==> src/cpu_defs.svh <==
// ~~~~~~~~~~~~~~~~~~~~~~~~~~~~~~~~~~~~~~~~~~~~~~~~~~~~~~~~~~~~~~~~~~~~~
// 6502 core constants
// reset vector, stack page, reset value of S and the bus widths
// ~~~~~~~~~~~~~~~~~~~~~~~~~~~~~~~~~~~~~~~~~~~~~~~~~~~~~~~~~~~~~~~~~~~~~

`ifndef CPU_DEFS_SVH
`define CPU_DEFS_SVH

// low byte of the reset vector, high byte follows at +1
`define CPU_RESET_VECTOR 16'hFFFC

// stack lives in page one
`define CPU_STACK_PAGE 8'h01
`define CPU_S_INIT 8'h00

`define CPU_DATA_W 8
`define CPU_ADDR_W 16
`define CPU_TCU_W 3

`endif

==> src/cpu_pkg.sv <==
// ~~~~~~~~~~~~~~~~~~~~~~~~~~~~~~~~~~~~~~~~~~~~~~~~~~~~~~~~~~~~~~~~~~~~~
// 6502 core types
// instruction word with its field view, timing counter and opcodes
// ~~~~~~~~~~~~~~~~~~~~~~~~~~~~~~~~~~~~~~~~~~~~~~~~~~~~~~~~~~~~~~~~~~~~~

package cpu_pkg;

    // classic aaa bbb cc split of an opcode
    typedef struct packed {
        logic [2:0] aaa;
        logic [2:0] bbb;
        logic [1:0] cc;
    } ir_fields_t;

    typedef union packed {
        logic [7:0] op;
        ir_fields_t f;
    } ir_word_t;

    typedef logic [2:0] tcu_t;

    localparam tcu_t T0 = 3'd0;
    localparam tcu_t T1 = 3'd1;
    localparam tcu_t T2 = 3'd2;
    localparam tcu_t T3 = 3'd3;
    localparam tcu_t T4 = 3'd4;
    localparam tcu_t T5 = 3'd5;
    localparam tcu_t T6 = 3'd6;

    // whole opcodes
    localparam logic [7:0] OP_BRK = 8'h00;
    localparam logic [7:0] OP_LDA = 8'hA9;
    localparam logic [7:0] OP_LDX = 8'hA2;
    localparam logic [7:0] OP_LDY = 8'hA0;
    localparam logic [7:0] OP_ORA = 8'h09;
    localparam logic [7:0] OP_AND = 8'h29;
    localparam logic [7:0] OP_EOR = 8'h49;
    localparam logic [7:0] OP_ADD = 8'h69;
    localparam logic [7:0] OP_LSR = 8'h4A;
    localparam logic [7:0] OP_TAX = 8'hAA;
    localparam logic [7:0] OP_TAY = 8'hA8;
    localparam logic [7:0] OP_TXA = 8'h8A;
    localparam logic [7:0] OP_TYA = 8'h98;
    localparam logic [7:0] OP_STA = 8'h8D;
    localparam logic [7:0] OP_STX = 8'h8E;
    localparam logic [7:0] OP_STY = 8'h8C;

    // field view of the cc=01 group
    localparam logic [1:0] CC_ALU  = 2'b01;
    localparam logic [2:0] BBB_IMM = 3'b010;
    localparam logic [2:0] AAA_ORA = 3'b000;
    localparam logic [2:0] AAA_AND = 3'b001;
    localparam logic [2:0] AAA_EOR = 3'b010;
    localparam logic [2:0] AAA_ADD = 3'b011;
    localparam logic [2:0] AAA_LDA = 3'b101;

endpackage

==> src/timing_gen.sv <==
// ~~~~~~~~~~~~~~~~~~~~~~~~~~~~~~~~~~~~~~~~~~~~~~~~~~~~~~~~~~~~~~~~~~~~~
// timing generator
// holds IR and the TCU; reset forces BRK at T2 for the reset sequence
// ~~~~~~~~~~~~~~~~~~~~~~~~~~~~~~~~~~~~~~~~~~~~~~~~~~~~~~~~~~~~~~~~~~~~~

`timescale 1ns/1ps

module timing_gen
    import cpu_pkg::*;
(
    input  logic       i_phi2,
    input  logic       i_rst_n,
    input  logic [7:0] i_data,
    input  tcu_t       i_tcu_next,
    output ir_word_t   o_ir,
    output tcu_t       o_tcu,
    output logic       o_sync
);

    always_ff @(posedge i_phi2)
    begin
        if (!i_rst_n)
        begin
            // reset runs as a forced BRK entered at T2
            o_ir.op <= OP_BRK;
            o_tcu   <= T2;
        end
        else
        begin
            o_tcu <= i_tcu_next;
            // opcode is on the bus during T0
            if (o_tcu == T0)
            begin
                o_ir.op <= i_data;
            end
        end
    end

    assign o_sync = (o_tcu == T0);

endmodule

==> src/decoder.sv <==
// ~~~~~~~~~~~~~~~~~~~~~~~~~~~~~~~~~~~~~~~~~~~~~~~~~~~~~~~~~~~~~~~~~~~~~
// decode ROM
// maps (IR, TCU) onto the next TCU and the datapath and ALU controls
// ~~~~~~~~~~~~~~~~~~~~~~~~~~~~~~~~~~~~~~~~~~~~~~~~~~~~~~~~~~~~~~~~~~~~~

`timescale 1ns/1ps

`include "cpu_defs.svh"

module decoder
    import cpu_pkg::*;
(
    input  ir_word_t i_ir,
    input  tcu_t     i_tcu,
    output tcu_t     o_tcu,
    output logic     o_rw,
    output logic     o_dl_db, o_dl_adh,
    output logic     o_adl_pcl, o_adh_pch, o_i_pc, o_pcl_adl, o_pch_adh,
    output logic     o_x_sb, o_y_sb, o_ac_sb, o_ac_db, o_x_db, o_y_db,
    output logic     o_s_adl, o_add_sb, o_add_adl,
    output logic     o_0_adl0, o_0_adl1, o_0_adh1_7, o_ff_adh,
    output logic     o_sb_x, o_sb_y, o_sb_ac, o_sb_s,
    output logic     o_adl_abl, o_adh_abh,
    output logic     o_db_add, o_adl_add, o_0_add, o_sb_add, o_ff_add,
    output logic     o_sums, o_ands, o_eors, o_ors, o_srs
);

    logic imm_grp;

    // immediate members of the cc=01 group this core supports
    assign imm_grp = (i_ir.f.cc == CC_ALU) && (i_ir.f.bbb == BBB_IMM)
                     && (i_ir.f.aaa inside {AAA_ORA, AAA_AND, AAA_EOR, AAA_ADD, AAA_LDA});

    always_comb
    begin
        o_tcu      = tcu_t'(i_tcu + `CPU_TCU_W'(1));
        o_rw       = 1'b1;
        o_dl_db    = 1'b0;
        o_dl_adh   = 1'b0;
        o_adl_pcl  = 1'b0;
        o_adh_pch  = 1'b0;
        o_i_pc     = 1'b0;
        o_pcl_adl  = 1'b0;
        o_pch_adh  = 1'b0;
        o_x_sb     = 1'b0;
        o_y_sb     = 1'b0;
        o_ac_sb    = 1'b0;
        o_ac_db    = 1'b0;
        o_x_db     = 1'b0;
        o_y_db     = 1'b0;
        o_s_adl    = 1'b0;
        o_add_sb   = 1'b0;
        o_add_adl  = 1'b0;
        o_0_adl0   = 1'b0;
        o_0_adl1   = 1'b0;
        o_0_adh1_7 = 1'b0;
        o_ff_adh   = 1'b0;
        o_sb_x     = 1'b0;
        o_sb_y     = 1'b0;
        o_sb_ac    = 1'b0;
        o_sb_s     = 1'b0;
        o_adl_abl  = 1'b0;
        o_adh_abh  = 1'b0;
        o_db_add   = 1'b0;
        o_adl_add  = 1'b0;
        o_0_add    = 1'b0;
        o_sb_add   = 1'b0;
        o_ff_add   = 1'b0;
        o_sums     = 1'b0;
        o_ands     = 1'b0;
        o_eors     = 1'b0;
        o_ors      = 1'b0;
        o_srs      = 1'b0;

        case (i_tcu)
        T0:
        begin
            // opcode fetch, the previous IR finishes its write here
            o_i_pc    = 1'b1;
            o_adl_abl = 1'b1;
            o_adh_abh = 1'b1;
            if (i_ir.op == OP_BRK)
            begin
                // vector {DL, ADD} goes out and into PC at once
                o_add_adl = 1'b1;
                o_dl_adh  = 1'b1;
                o_adl_pcl = 1'b1;
                o_adh_pch = 1'b1;
            end
            else
            begin
                o_pcl_adl = 1'b1;
                o_pch_adh = 1'b1;
                case (i_ir.op)
                OP_LDX, OP_TAX:
                begin
                    o_add_sb = 1'b1;
                    o_sb_x   = 1'b1;
                end
                OP_LDY, OP_TAY:
                begin
                    o_add_sb = 1'b1;
                    o_sb_y   = 1'b1;
                end
                OP_LSR, OP_TXA, OP_TYA:
                begin
                    o_add_sb = 1'b1;
                    o_sb_ac  = 1'b1;
                end
                default:
                begin
                    o_add_sb = imm_grp;
                    o_sb_ac  = imm_grp;
                end
                endcase
            end
        end
        T1:
        begin
            o_pcl_adl = 1'b1;
            o_pch_adh = 1'b1;
            o_adl_abl = 1'b1;
            o_adh_abh = 1'b1;
            case (i_ir.op)
            OP_LDX, OP_LDY, OP_STA, OP_STX, OP_STY:
            begin
                // operand byte straight through the adder
                o_i_pc   = 1'b1;
                o_dl_db  = 1'b1;
                o_db_add = 1'b1;
                o_sums   = 1'b1;
                if (i_ir.op == OP_LDX || i_ir.op == OP_LDY)
                begin
                    o_tcu = T0;
                end
            end
            OP_LSR:
            begin
                o_ac_sb  = 1'b1;
                o_sb_add = 1'b1;
                o_0_add  = 1'b1;
                o_srs    = 1'b1;
                o_tcu    = T0;
            end
            OP_TAX, OP_TAY, OP_TXA, OP_TYA:
            begin
                // dummy read, source plus zero
                o_ac_sb  = (i_ir.op == OP_TAX) || (i_ir.op == OP_TAY);
                o_x_sb   = (i_ir.op == OP_TXA);
                o_y_sb   = (i_ir.op == OP_TYA);
                o_sb_add = 1'b1;
                o_0_add  = 1'b1;
                o_sums   = 1'b1;
                o_tcu    = T0;
            end
            default:
            begin
                if (imm_grp)
                begin
                    o_i_pc   = 1'b1;
                    o_dl_db  = 1'b1;
                    o_db_add = 1'b1;
                    o_tcu    = T0;
                    // LDA leaves AI at zero
                    o_ac_sb  = (i_ir.f.aaa != AAA_LDA);
                    o_sb_add = (i_ir.f.aaa != AAA_LDA);
                    case (i_ir.f.aaa)
                    AAA_ORA: o_ors  = 1'b1;
                    AAA_AND: o_ands = 1'b1;
                    AAA_EOR: o_eors = 1'b1;
                    default: o_sums = 1'b1;
                    endcase
                end
            end
            endcase
        end
        T2:
        begin
            case (i_ir.op)
            OP_BRK:
            begin
                // dummy stack read at S, start S-1 in the ALU
                o_s_adl    = 1'b1;
                o_adl_abl  = 1'b1;
                o_0_adh1_7 = 1'b1;
                o_adh_abh  = 1'b1;
                o_adl_add  = 1'b1;
                o_ff_add   = 1'b1;
                o_sums     = 1'b1;
            end
            OP_STA, OP_STX, OP_STY:
            begin
                // high address byte lands in DL
                o_pcl_adl = 1'b1;
                o_pch_adh = 1'b1;
                o_adl_abl = 1'b1;
                o_adh_abh = 1'b1;
                o_i_pc    = 1'b1;
            end
            default:
            begin
                o_tcu = T0;
            end
            endcase
        end
        T3:
        begin
            o_add_adl = 1'b1;
            o_adl_abl = 1'b1;
            o_adh_abh = 1'b1;
            if (i_ir.op == OP_BRK)
            begin
                o_0_adh1_7 = 1'b1;
                o_adl_add  = 1'b1;
                o_ff_add   = 1'b1;
                o_sums     = 1'b1;
            end
            else
            begin
                // write the register at {DL, ADD}
                o_dl_adh = 1'b1;
                o_rw     = 1'b0;
                o_ac_db  = (i_ir.op == OP_STA);
                o_x_db   = (i_ir.op == OP_STX);
                o_y_db   = (i_ir.op == OP_STY);
                o_tcu    = T0;
            end
        end
        T4:
        begin
            // third stack read, ALU runs S-3
            o_add_adl  = 1'b1;
            o_adl_abl  = 1'b1;
            o_0_adh1_7 = 1'b1;
            o_adh_abh  = 1'b1;
            o_adl_add  = 1'b1;
            o_ff_add   = 1'b1;
            o_sums     = 1'b1;
        end
        T5:
        begin
            // read FFFC, S takes S-3, low vector byte into ADD
            o_0_adl0  = 1'b1;
            o_0_adl1  = 1'b1;
            o_adl_abl = 1'b1;
            o_ff_adh  = 1'b1;
            o_adh_abh = 1'b1;
            o_add_sb  = 1'b1;
            o_sb_s    = 1'b1;
            o_dl_db   = 1'b1;
            o_db_add  = 1'b1;
            o_sums    = 1'b1;
        end
        T6:
        begin
            // read FFFD, high byte stays in DL for T0
            o_0_adl1  = 1'b1;
            o_adl_abl = 1'b1;
            o_ff_adh  = 1'b1;
            o_adh_abh = 1'b1;
            o_tcu     = T0;
        end
        default:
        begin
            o_tcu = T0;
        end
        endcase
    end

endmodule

==> src/datapath.sv <==
// ~~~~~~~~~~~~~~~~~~~~~~~~~~~~~~~~~~~~~~~~~~~~~~~~~~~~~~~~~~~~~~~~~~~~~
// 6502 datapath
// registers, data latch, SB/DB/ADL/ADH buses and the address latches
// ~~~~~~~~~~~~~~~~~~~~~~~~~~~~~~~~~~~~~~~~~~~~~~~~~~~~~~~~~~~~~~~~~~~~~

`timescale 1ns/1ps

`include "cpu_defs.svh"

module datapath (
    input  logic                   i_phi2,
    input  logic                   i_rst_n,
    input  logic [`CPU_DATA_W-1:0] i_data,
    input  logic [`CPU_DATA_W-1:0] i_add,
    input  logic                   i_dl_db, i_dl_adh,
    input  logic                   i_adl_pcl, i_adh_pch, i_i_pc, i_pcl_adl, i_pch_adh,
    input  logic                   i_x_sb, i_y_sb, i_ac_sb, i_ac_db, i_x_db, i_y_db,
    input  logic                   i_s_adl, i_add_sb, i_add_adl,
    input  logic                   i_0_adl0, i_0_adl1, i_0_adh1_7, i_ff_adh,
    input  logic                   i_sb_x, i_sb_y, i_sb_ac, i_sb_s,
    input  logic                   i_adl_abl, i_adh_abh,
    output logic [`CPU_DATA_W-1:0] o_sb,
    output logic [`CPU_DATA_W-1:0] o_db,
    output logic [`CPU_DATA_W-1:0] o_adl,
    output logic [`CPU_ADDR_W-1:0] o_addr,
    output logic [`CPU_DATA_W-1:0] o_data
);

    localparam logic [`CPU_ADDR_W-1:0] RESET_VEC = `CPU_RESET_VECTOR;

    logic [`CPU_DATA_W-1:0] pcl, pch, s, ac, x, y, dl, abl, abh;
    logic [`CPU_DATA_W-1:0] adh, adl_const;
    logic [`CPU_ADDR_W-1:0] pc_base;

    // vector low byte, bit 0 released for the FFFD read
    assign adl_const = {RESET_VEC[7:2], RESET_VEC[1] | ~i_0_adl1, RESET_VEC[0] | ~i_0_adl0};

    // buses read zero when nothing drives them
    assign o_sb = ({`CPU_DATA_W{i_x_sb}} & x)
                | ({`CPU_DATA_W{i_y_sb}} & y)
                | ({`CPU_DATA_W{i_ac_sb}} & ac)
                | ({`CPU_DATA_W{i_add_sb}} & i_add);

    // dl_db passes the incoming byte, DL is transparent while phi2 is high
    assign o_db = ({`CPU_DATA_W{i_dl_db}} & i_data)
                | ({`CPU_DATA_W{i_ac_db}} & ac)
                | ({`CPU_DATA_W{i_x_db}} & x)
                | ({`CPU_DATA_W{i_y_db}} & y);

    assign o_adl = ({`CPU_DATA_W{i_pcl_adl}} & pcl)
                 | ({`CPU_DATA_W{i_s_adl}} & s)
                 | ({`CPU_DATA_W{i_add_adl}} & i_add)
                 | ({`CPU_DATA_W{i_0_adl0 | i_0_adl1}} & adl_const);

    assign adh = ({`CPU_DATA_W{i_pch_adh}} & pch)
               | ({`CPU_DATA_W{i_dl_adh}} & dl)
               | ({`CPU_DATA_W{i_0_adh1_7}} & `CPU_STACK_PAGE)
               | ({`CPU_DATA_W{i_ff_adh}} & 8'hFF);

    // PC reloads from the address buses before the increment
    assign pc_base = {i_adh_pch ? adh : pch, i_adl_pcl ? o_adl : pcl};

    always_ff @(posedge i_phi2)
    begin
        if (!i_rst_n)
        begin
            {pch, pcl} <= '0;
            s   <= `CPU_S_INIT;
            ac  <= '0;
            x   <= '0;
            y   <= '0;
            abl <= '0;
            abh <= '0;
        end
        else
        begin
            {pch, pcl} <= pc_base + `CPU_ADDR_W'(i_i_pc);
            if (i_sb_s)
                s <= o_sb;
            if (i_sb_ac)
                ac <= o_sb;
            if (i_sb_x)
                x <= o_sb;
            if (i_sb_y)
                y <= o_sb;
            if (i_adl_abl)
                abl <= o_adl;
            if (i_adh_abh)
                abh <= adh;
        end
    end

    // data latch takes every bus byte
    always_ff @(posedge i_phi2)
    begin
        dl <= i_data;
    end

    // address latches pass through in the cycle they load
    assign o_addr = {i_adh_abh ? adh : abh, i_adl_abl ? o_adl : abl};
    assign o_data = o_db;

endmodule

==> src/alu.sv <==
// ~~~~~~~~~~~~~~~~~~~~~~~~~~~~~~~~~~~~~~~~~~~~~~~~~~~~~~~~~~~~~~~~~~~~~
// 6502 ALU
// AI/BI input selects, five operations and the ADD holding register
// ~~~~~~~~~~~~~~~~~~~~~~~~~~~~~~~~~~~~~~~~~~~~~~~~~~~~~~~~~~~~~~~~~~~~~

`timescale 1ns/1ps

module alu (
    input  logic       i_phi2,
    input  logic       i_rst_n,
    input  logic [7:0] i_sb,
    input  logic [7:0] i_db,
    input  logic [7:0] i_adl,
    input  logic       i_db_add, i_adl_add, i_0_add, i_sb_add, i_ff_add,
    input  logic       i_sums, i_ands, i_eors, i_ors, i_srs,
    output logic [7:0] o_add
);

    logic [7:0] ai, bi, result;

    always_comb
    begin
        // ff_add stands for the precharged AI reading as minus one
        if (i_ff_add)
            ai = 8'hFF;
        else if (i_sb_add)
            ai = i_sb;
        else
            ai = '0;

        if (i_0_add)
            bi = '0;
        else if (i_db_add)
            bi = i_db;
        else if (i_adl_add)
            bi = i_adl;
        else
            bi = '0;

        // no carry in this core
        if (i_sums)
            result = ai + bi;
        else if (i_ands)
            result = ai & bi;
        else if (i_eors)
            result = ai ^ bi;
        else if (i_ors)
            result = ai | bi;
        else if (i_srs)
            result = {1'b0, ai[7:1]};
        else
            result = o_add;
    end

    always_ff @(posedge i_phi2)
    begin
        if (!i_rst_n)
            o_add <= '0;
        else
            o_add <= result;
    end

endmodule

==> src/cpu_top.sv <==
// ~~~~~~~~~~~~~~~~~~~~~~~~~~~~~~~~~~~~~~~~~~~~~~~~~~~~~~~~~~~~~~~~~~~~~
// reduced 6502 core
// timing generator, decode ROM, datapath and ALU on one phi2 clock
// ~~~~~~~~~~~~~~~~~~~~~~~~~~~~~~~~~~~~~~~~~~~~~~~~~~~~~~~~~~~~~~~~~~~~~

`timescale 1ns/1ps

module cpu_top
    import cpu_pkg::*;
(
    input  logic        i_phi2,
    input  logic        i_rst_n,
    input  logic [7:0]  i_data,
    output logic [15:0] o_addr,
    output logic [7:0]  o_data,
    output logic        o_rw,
    output logic        o_sync
);

    ir_word_t   ir;
    tcu_t       tcu, tcu_next;
    logic [7:0] sb, db, adl, add;

    logic dl_db, dl_adh, adl_pcl, adh_pch, i_pc, pcl_adl, pch_adh;
    logic x_sb, y_sb, ac_sb, ac_db, x_db, y_db, s_adl, add_sb, add_adl;
    logic zero_adl0, zero_adl1, zero_adh1_7, ff_adh;
    logic sb_x, sb_y, sb_ac, sb_s, adl_abl, adh_abh;
    logic db_add, adl_add, zero_add, sb_add, ff_add;
    logic sums, ands, eors, ors, srs;

    timing_gen u_timing (
        .i_phi2     (i_phi2),
        .i_rst_n    (i_rst_n),
        .i_data     (i_data),
        .i_tcu_next (tcu_next),
        .o_ir       (ir),
        .o_tcu      (tcu),
        .o_sync     (o_sync)
    );

    decoder u_decoder (
        .i_ir       (ir),
        .i_tcu      (tcu),
        .o_tcu      (tcu_next),
        .o_rw       (o_rw),
        .o_dl_db    (dl_db),     .o_dl_adh   (dl_adh),
        .o_adl_pcl  (adl_pcl),   .o_adh_pch  (adh_pch),   .o_i_pc   (i_pc),
        .o_pcl_adl  (pcl_adl),   .o_pch_adh  (pch_adh),
        .o_x_sb     (x_sb),      .o_y_sb     (y_sb),      .o_ac_sb  (ac_sb),
        .o_ac_db    (ac_db),     .o_x_db     (x_db),      .o_y_db   (y_db),
        .o_s_adl    (s_adl),     .o_add_sb   (add_sb),    .o_add_adl (add_adl),
        .o_0_adl0   (zero_adl0), .o_0_adl1   (zero_adl1),
        .o_0_adh1_7 (zero_adh1_7), .o_ff_adh (ff_adh),
        .o_sb_x     (sb_x),      .o_sb_y     (sb_y),      .o_sb_ac  (sb_ac),
        .o_sb_s     (sb_s),      .o_adl_abl  (adl_abl),   .o_adh_abh (adh_abh),
        .o_db_add   (db_add),    .o_adl_add  (adl_add),   .o_0_add  (zero_add),
        .o_sb_add   (sb_add),    .o_ff_add   (ff_add),
        .o_sums     (sums),      .o_ands     (ands),      .o_eors   (eors),
        .o_ors      (ors),       .o_srs      (srs)
    );

    datapath u_datapath (
        .i_phi2     (i_phi2),
        .i_rst_n    (i_rst_n),
        .i_data     (i_data),
        .i_add      (add),
        .i_dl_db    (dl_db),     .i_dl_adh   (dl_adh),
        .i_adl_pcl  (adl_pcl),   .i_adh_pch  (adh_pch),   .i_i_pc   (i_pc),
        .i_pcl_adl  (pcl_adl),   .i_pch_adh  (pch_adh),
        .i_x_sb     (x_sb),      .i_y_sb     (y_sb),      .i_ac_sb  (ac_sb),
        .i_ac_db    (ac_db),     .i_x_db     (x_db),      .i_y_db   (y_db),
        .i_s_adl    (s_adl),     .i_add_sb   (add_sb),    .i_add_adl (add_adl),
        .i_0_adl0   (zero_adl0), .i_0_adl1   (zero_adl1),
        .i_0_adh1_7 (zero_adh1_7), .i_ff_adh (ff_adh),
        .i_sb_x     (sb_x),      .i_sb_y     (sb_y),      .i_sb_ac  (sb_ac),
        .i_sb_s     (sb_s),      .i_adl_abl  (adl_abl),   .i_adh_abh (adh_abh),
        .o_sb       (sb),
        .o_db       (db),
        .o_adl      (adl),
        .o_addr     (o_addr),
        .o_data     (o_data)
    );

    alu u_alu (
        .i_phi2     (i_phi2),
        .i_rst_n    (i_rst_n),
        .i_sb       (sb),
        .i_db       (db),
        .i_adl      (adl),
        .i_db_add   (db_add),    .i_adl_add  (adl_add),   .i_0_add  (zero_add),
        .i_sb_add   (sb_add),    .i_ff_add   (ff_add),
        .i_sums     (sums),      .i_ands     (ands),      .i_eors   (eors),
        .i_ors      (ors),       .i_srs      (srs),
        .o_add      (add)
    );

endmodule

==> config.mk <==
export PLATFORM = sky130hd
export DESIGN_NAME = cpu_top
export DESIGN_NICKNAME = d
export VERILOG_FILES = /design/src/cpu_pkg.sv /design/src/timing_gen.sv /design/src/decoder.sv /design/src/datapath.sv /design/src/alu.sv /design/src/cpu_top.sv
export VERILOG_INCLUDE_DIRS = /design/src
export SDC_FILE = /design/constraint.sdc
export NUM_CORES = 1
export LEC_CHECK = 0
export ABC_AREA = 1
export BUFFER_PORTS_ARGS = -buffer_cell sky130_fd_sc_hd__buf_2
export CAP_MARGIN = 20
export CORE_MARGIN = 3
export CORE_UTILIZATION = 55
export CTS_CLUSTER_SIZE = 14
export DETAILED_ROUTE_END_ITERATION = 7
export PLACE_DENSITY_LB_ADDON = 0.1
export SYNTH_ARGS = -nofsm -noshare
export SYNTH_HDL_FRONTEND = slang
export SYNTH_HIERARCHICAL = 1
export SYNTH_SLANG_ARGS = --single-unit
==> constraint.sdc <==
create_clock -name i_phi2 -period 5.25 [get_ports i_phi2]
set_clock_uncertainty 0.05 [all_clocks]
set_input_delay 1.05 -clock i_phi2 [delete_from_list [all_inputs] [get_ports i_phi2]]
set_output_delay 1.05 -clock i_phi2 [all_outputs]
set_load 0.01 [all_outputs]
==> results.json <==
{
  "status": "finished, final reports clean",
  "reg2regPathDepth": 24,
  "r2r_setup_slack_ps": 1440,
  "dp_cells": 1178,
  "drive_above_1_share_pct": 14.7,
  "die_h_um": 115,
  "switching_power_mw": 1.70,
  "cts_resized": 0,
  "hold_class": "flip-flop to flip-flop",
  "synth_edf_count": 0,
  "synth-compound-area-share_pct": 16.8,
  "ys_async_sr_fraction_pct": 0,
  "route.met2.wl_um": 7800,
  "cts_setup_buffers": 0,
  "worstPathRequired_ps": 4150,
  "pwr_density_cell_nw_per_um2": 513,
  "grtUsageTotal_pct": 27.4,
  "start_util_pct": 56.6,
  "hpwl_um": 13200,
  "ios": 36,
  "synthAdderAreaFrac_pct": 4.73,
  "drt_pass1_iterations": 5,
  "power_leakage_nw": 3.46,
  "drtAntennaViolNets": 0,
  "ys.flop_type": "dfxtp_1",
  "root_buffer": "clkbuf_16",
  "fin_ws_ps": 1120,
  "whs_path_depth": 2,
  "top_layer": "met4",
  "grt_max_degree": 66,
  "slew_violations": 0,
  "synth_seq_cells": 91,
  "io_buffer_count": 35,
  "synth.avg_cell_area_sq_um": 6.25,
  "hold_viol": 0,
  "ys_types": 44,
  "fin_util_pct": 60.1,
  "synth_top_area_share_pct": 28.0,
  "timing.fmax_ghz": 0.242,
  "synth_seq_area_share_pct": 28.0,
  "clock_latency_ps": 350,
  "start_kind": "flip-flop",
  "nets": 1080,
  "finalPower_mw": 3.55,
  "wl_um": 17500,
  "hold_buffers": 0,
  "diodes": 0,
  "finalSetupViolCount": 0,
  "drv_cap": 0,
  "syn_nets": 1077,
  "dp_slack_ps": 1510,
  "p_comb_share_pct": 54.7,
  "p_seq_share_pct": 25.9,
  "cts_buffer_depth": 2,
  "place_congestion": 0.943,
  "drt_iter0_markers": 571,
  "avgViaCountPerCell": 5.36,
  "relSlewSlack_pct": 32.2,
  "die_w_um": 115,
  "synth.area.top_cells": "dfxtp_1 (28%), nand2_1 (16%), inv_1 (7.7%), a21oi_1 (7.4%), o21ai_0 (6.0%)",
  "cts-htree-levels": 3,
  "rsz0062_at_grt": "false",
  "worstSetupPathType": "flip-flop to primary output",
  "power_frac_clock_pct": 19.5,
  "finalCritPeriodShare_pct": 78.7,
  "numCtsBuffers": 9,
  "yosysTopAreaCell": "dfxtp_1",
  "synth_area_sq_um": 6510,
  "wl_per_cell_um": 14.7,
  "critPathCaptureType": "primary output",
  "vias": 6396,
  "grt_pass1_vias": 5719,
  "wl_met1_um": 8220,
  "tritoncts": "built",
  "grt_pass1_wl_um": 28700,
  "setup_tns_ps": 0,
  "synth.mux.area_fraction_pct": 0,
  "period_needed_ps": 4130,
  "crit_fanout": 16,
  "synth_top_family_by_area": "simple AND/OR/NAND/NOR gates",
  "die_area_sq_um": 13200,
  "syn_inst": 1043,
  "cts.sinks": 91,
  "final_common_cell": "nand2_1",
  "path_clk_slew_ps": 60,
  "gr-total-overflow": 0,
  "p_int_mw": 1.85,
  "antenna_found_initial": 0,
  "yosysWarnings": 6,
  "layout_common_cells": "nand2_1 (280), inv_1 (134), nor2_1 (97)",
  "p_sw_share_pct": 47.9,
  "worst_slew_pin_slew_ps": 1010,
  "placementRows": 39,
  "core_sq_um": 11500,
  "vdd_drop_max_mv": 0.299,
  "worst_ep_arrival_time_ps": 3030,
  "route.met3.wl_um": 1270,
  "instances_no_fill": 1194,
  "synth_xor_area_share_pct": 0,
  "yosys.area_share.simple_pct": 36.9,
  "area_delta_synth_final_pct": 6.30,
  "drc": 0
}
power by group through the flow:
| stage | logic [mW] | clock network [mW] | registers, mW |
|---|---|---|---|
| 3_5_place_dp | 1.92 | 0 | 0.934 |
| 2_1_floorplan | 1.59 | 0 | 0.902 |
| 4_1_cts | 1.93 | 0.703 | 0.919 |
| 3_3_place_gp | 1.93 | 0 | 0.932 |
| 5_1_grt | 2.21 | 0.730 | 0.934 |
| 6_report | 1.94 | 0.693 | 0.919 |
state kept, by name, summed over array words and instances, names as in the netlist:
name	cells
u_datapath/s	8
u_datapath/abl	8
u_timing/o_tcu	3
u_datapath/dl	8
u_alu/o_add	8
u_datapath/pch	8
u_timing/o_ir	8
u_datapath/abh	8
u_datapath/x	8
u_datapath/y	8
u_datapath/ac	8
u_datapath/pcl	8
metal layers:
layer  vias to the layer above  track usage [%]
met3                        15             5.32
met4                         0             8.29
met2                       225             43.5
met5                         -                0
li1                       3296                -
met1                      2860             37.8
cell type report:
class	count	area (sq um)
inverter	151	567
timing repair buffer	41	220
sequential	91	1820
tap	143	179
clock inverter	3	45.0
fill	1117	4590
multi-input combinational	752	3820
clock buffer	13	270
metrics by stage:
step                area (sq um)  hold slack (ps)
finish                      6920              424
global route                6920              440
CTS                         6920              424
detailed placement          6610              414
global placement            6610              410
floorplan                   6510              401
cell families after synthesis:
group | count (synthesis)
fa+ha+maj | 24
buf+inv | 200
simple gates | 523
compound gates | 205
flops | 91
path summary, 6_finish.rpt:
kind / from / end
worst max register to register: u_timing/o_tcu[0] / u_alu/o_add[4]
worst min-delay path: u_datapath/abh[3] / u_datapath/abh[3]
worst min register to register: u_datapath/abh[3] / u_datapath/abh[3]
worst max-delay path: u_timing/o_tcu[1] / o_addr[2]
cells in the mapped netlist (all sizes together), types with 14 or more instances:
library cell  number
nand2            309
o21ai             92
ha                23
buf               35
nand3             63
a21oi             97
dfxtp             91
nor2             123
clkbuf            14
inv              150
critical path, cell delays in order, from the launching register on:
cell	delay [ps]
dfxtp_1	430
inv_1	90
ha_1	230
inv_1	80
nor2_1	100
inv_2	210
nand3_1	540
nand2_1	250
nand2_1	90
nor2_2	240
nand2_1	110
o21ai_0	110
inv_1	50
buf_2	130
Power figures use the tool's default switching activity.
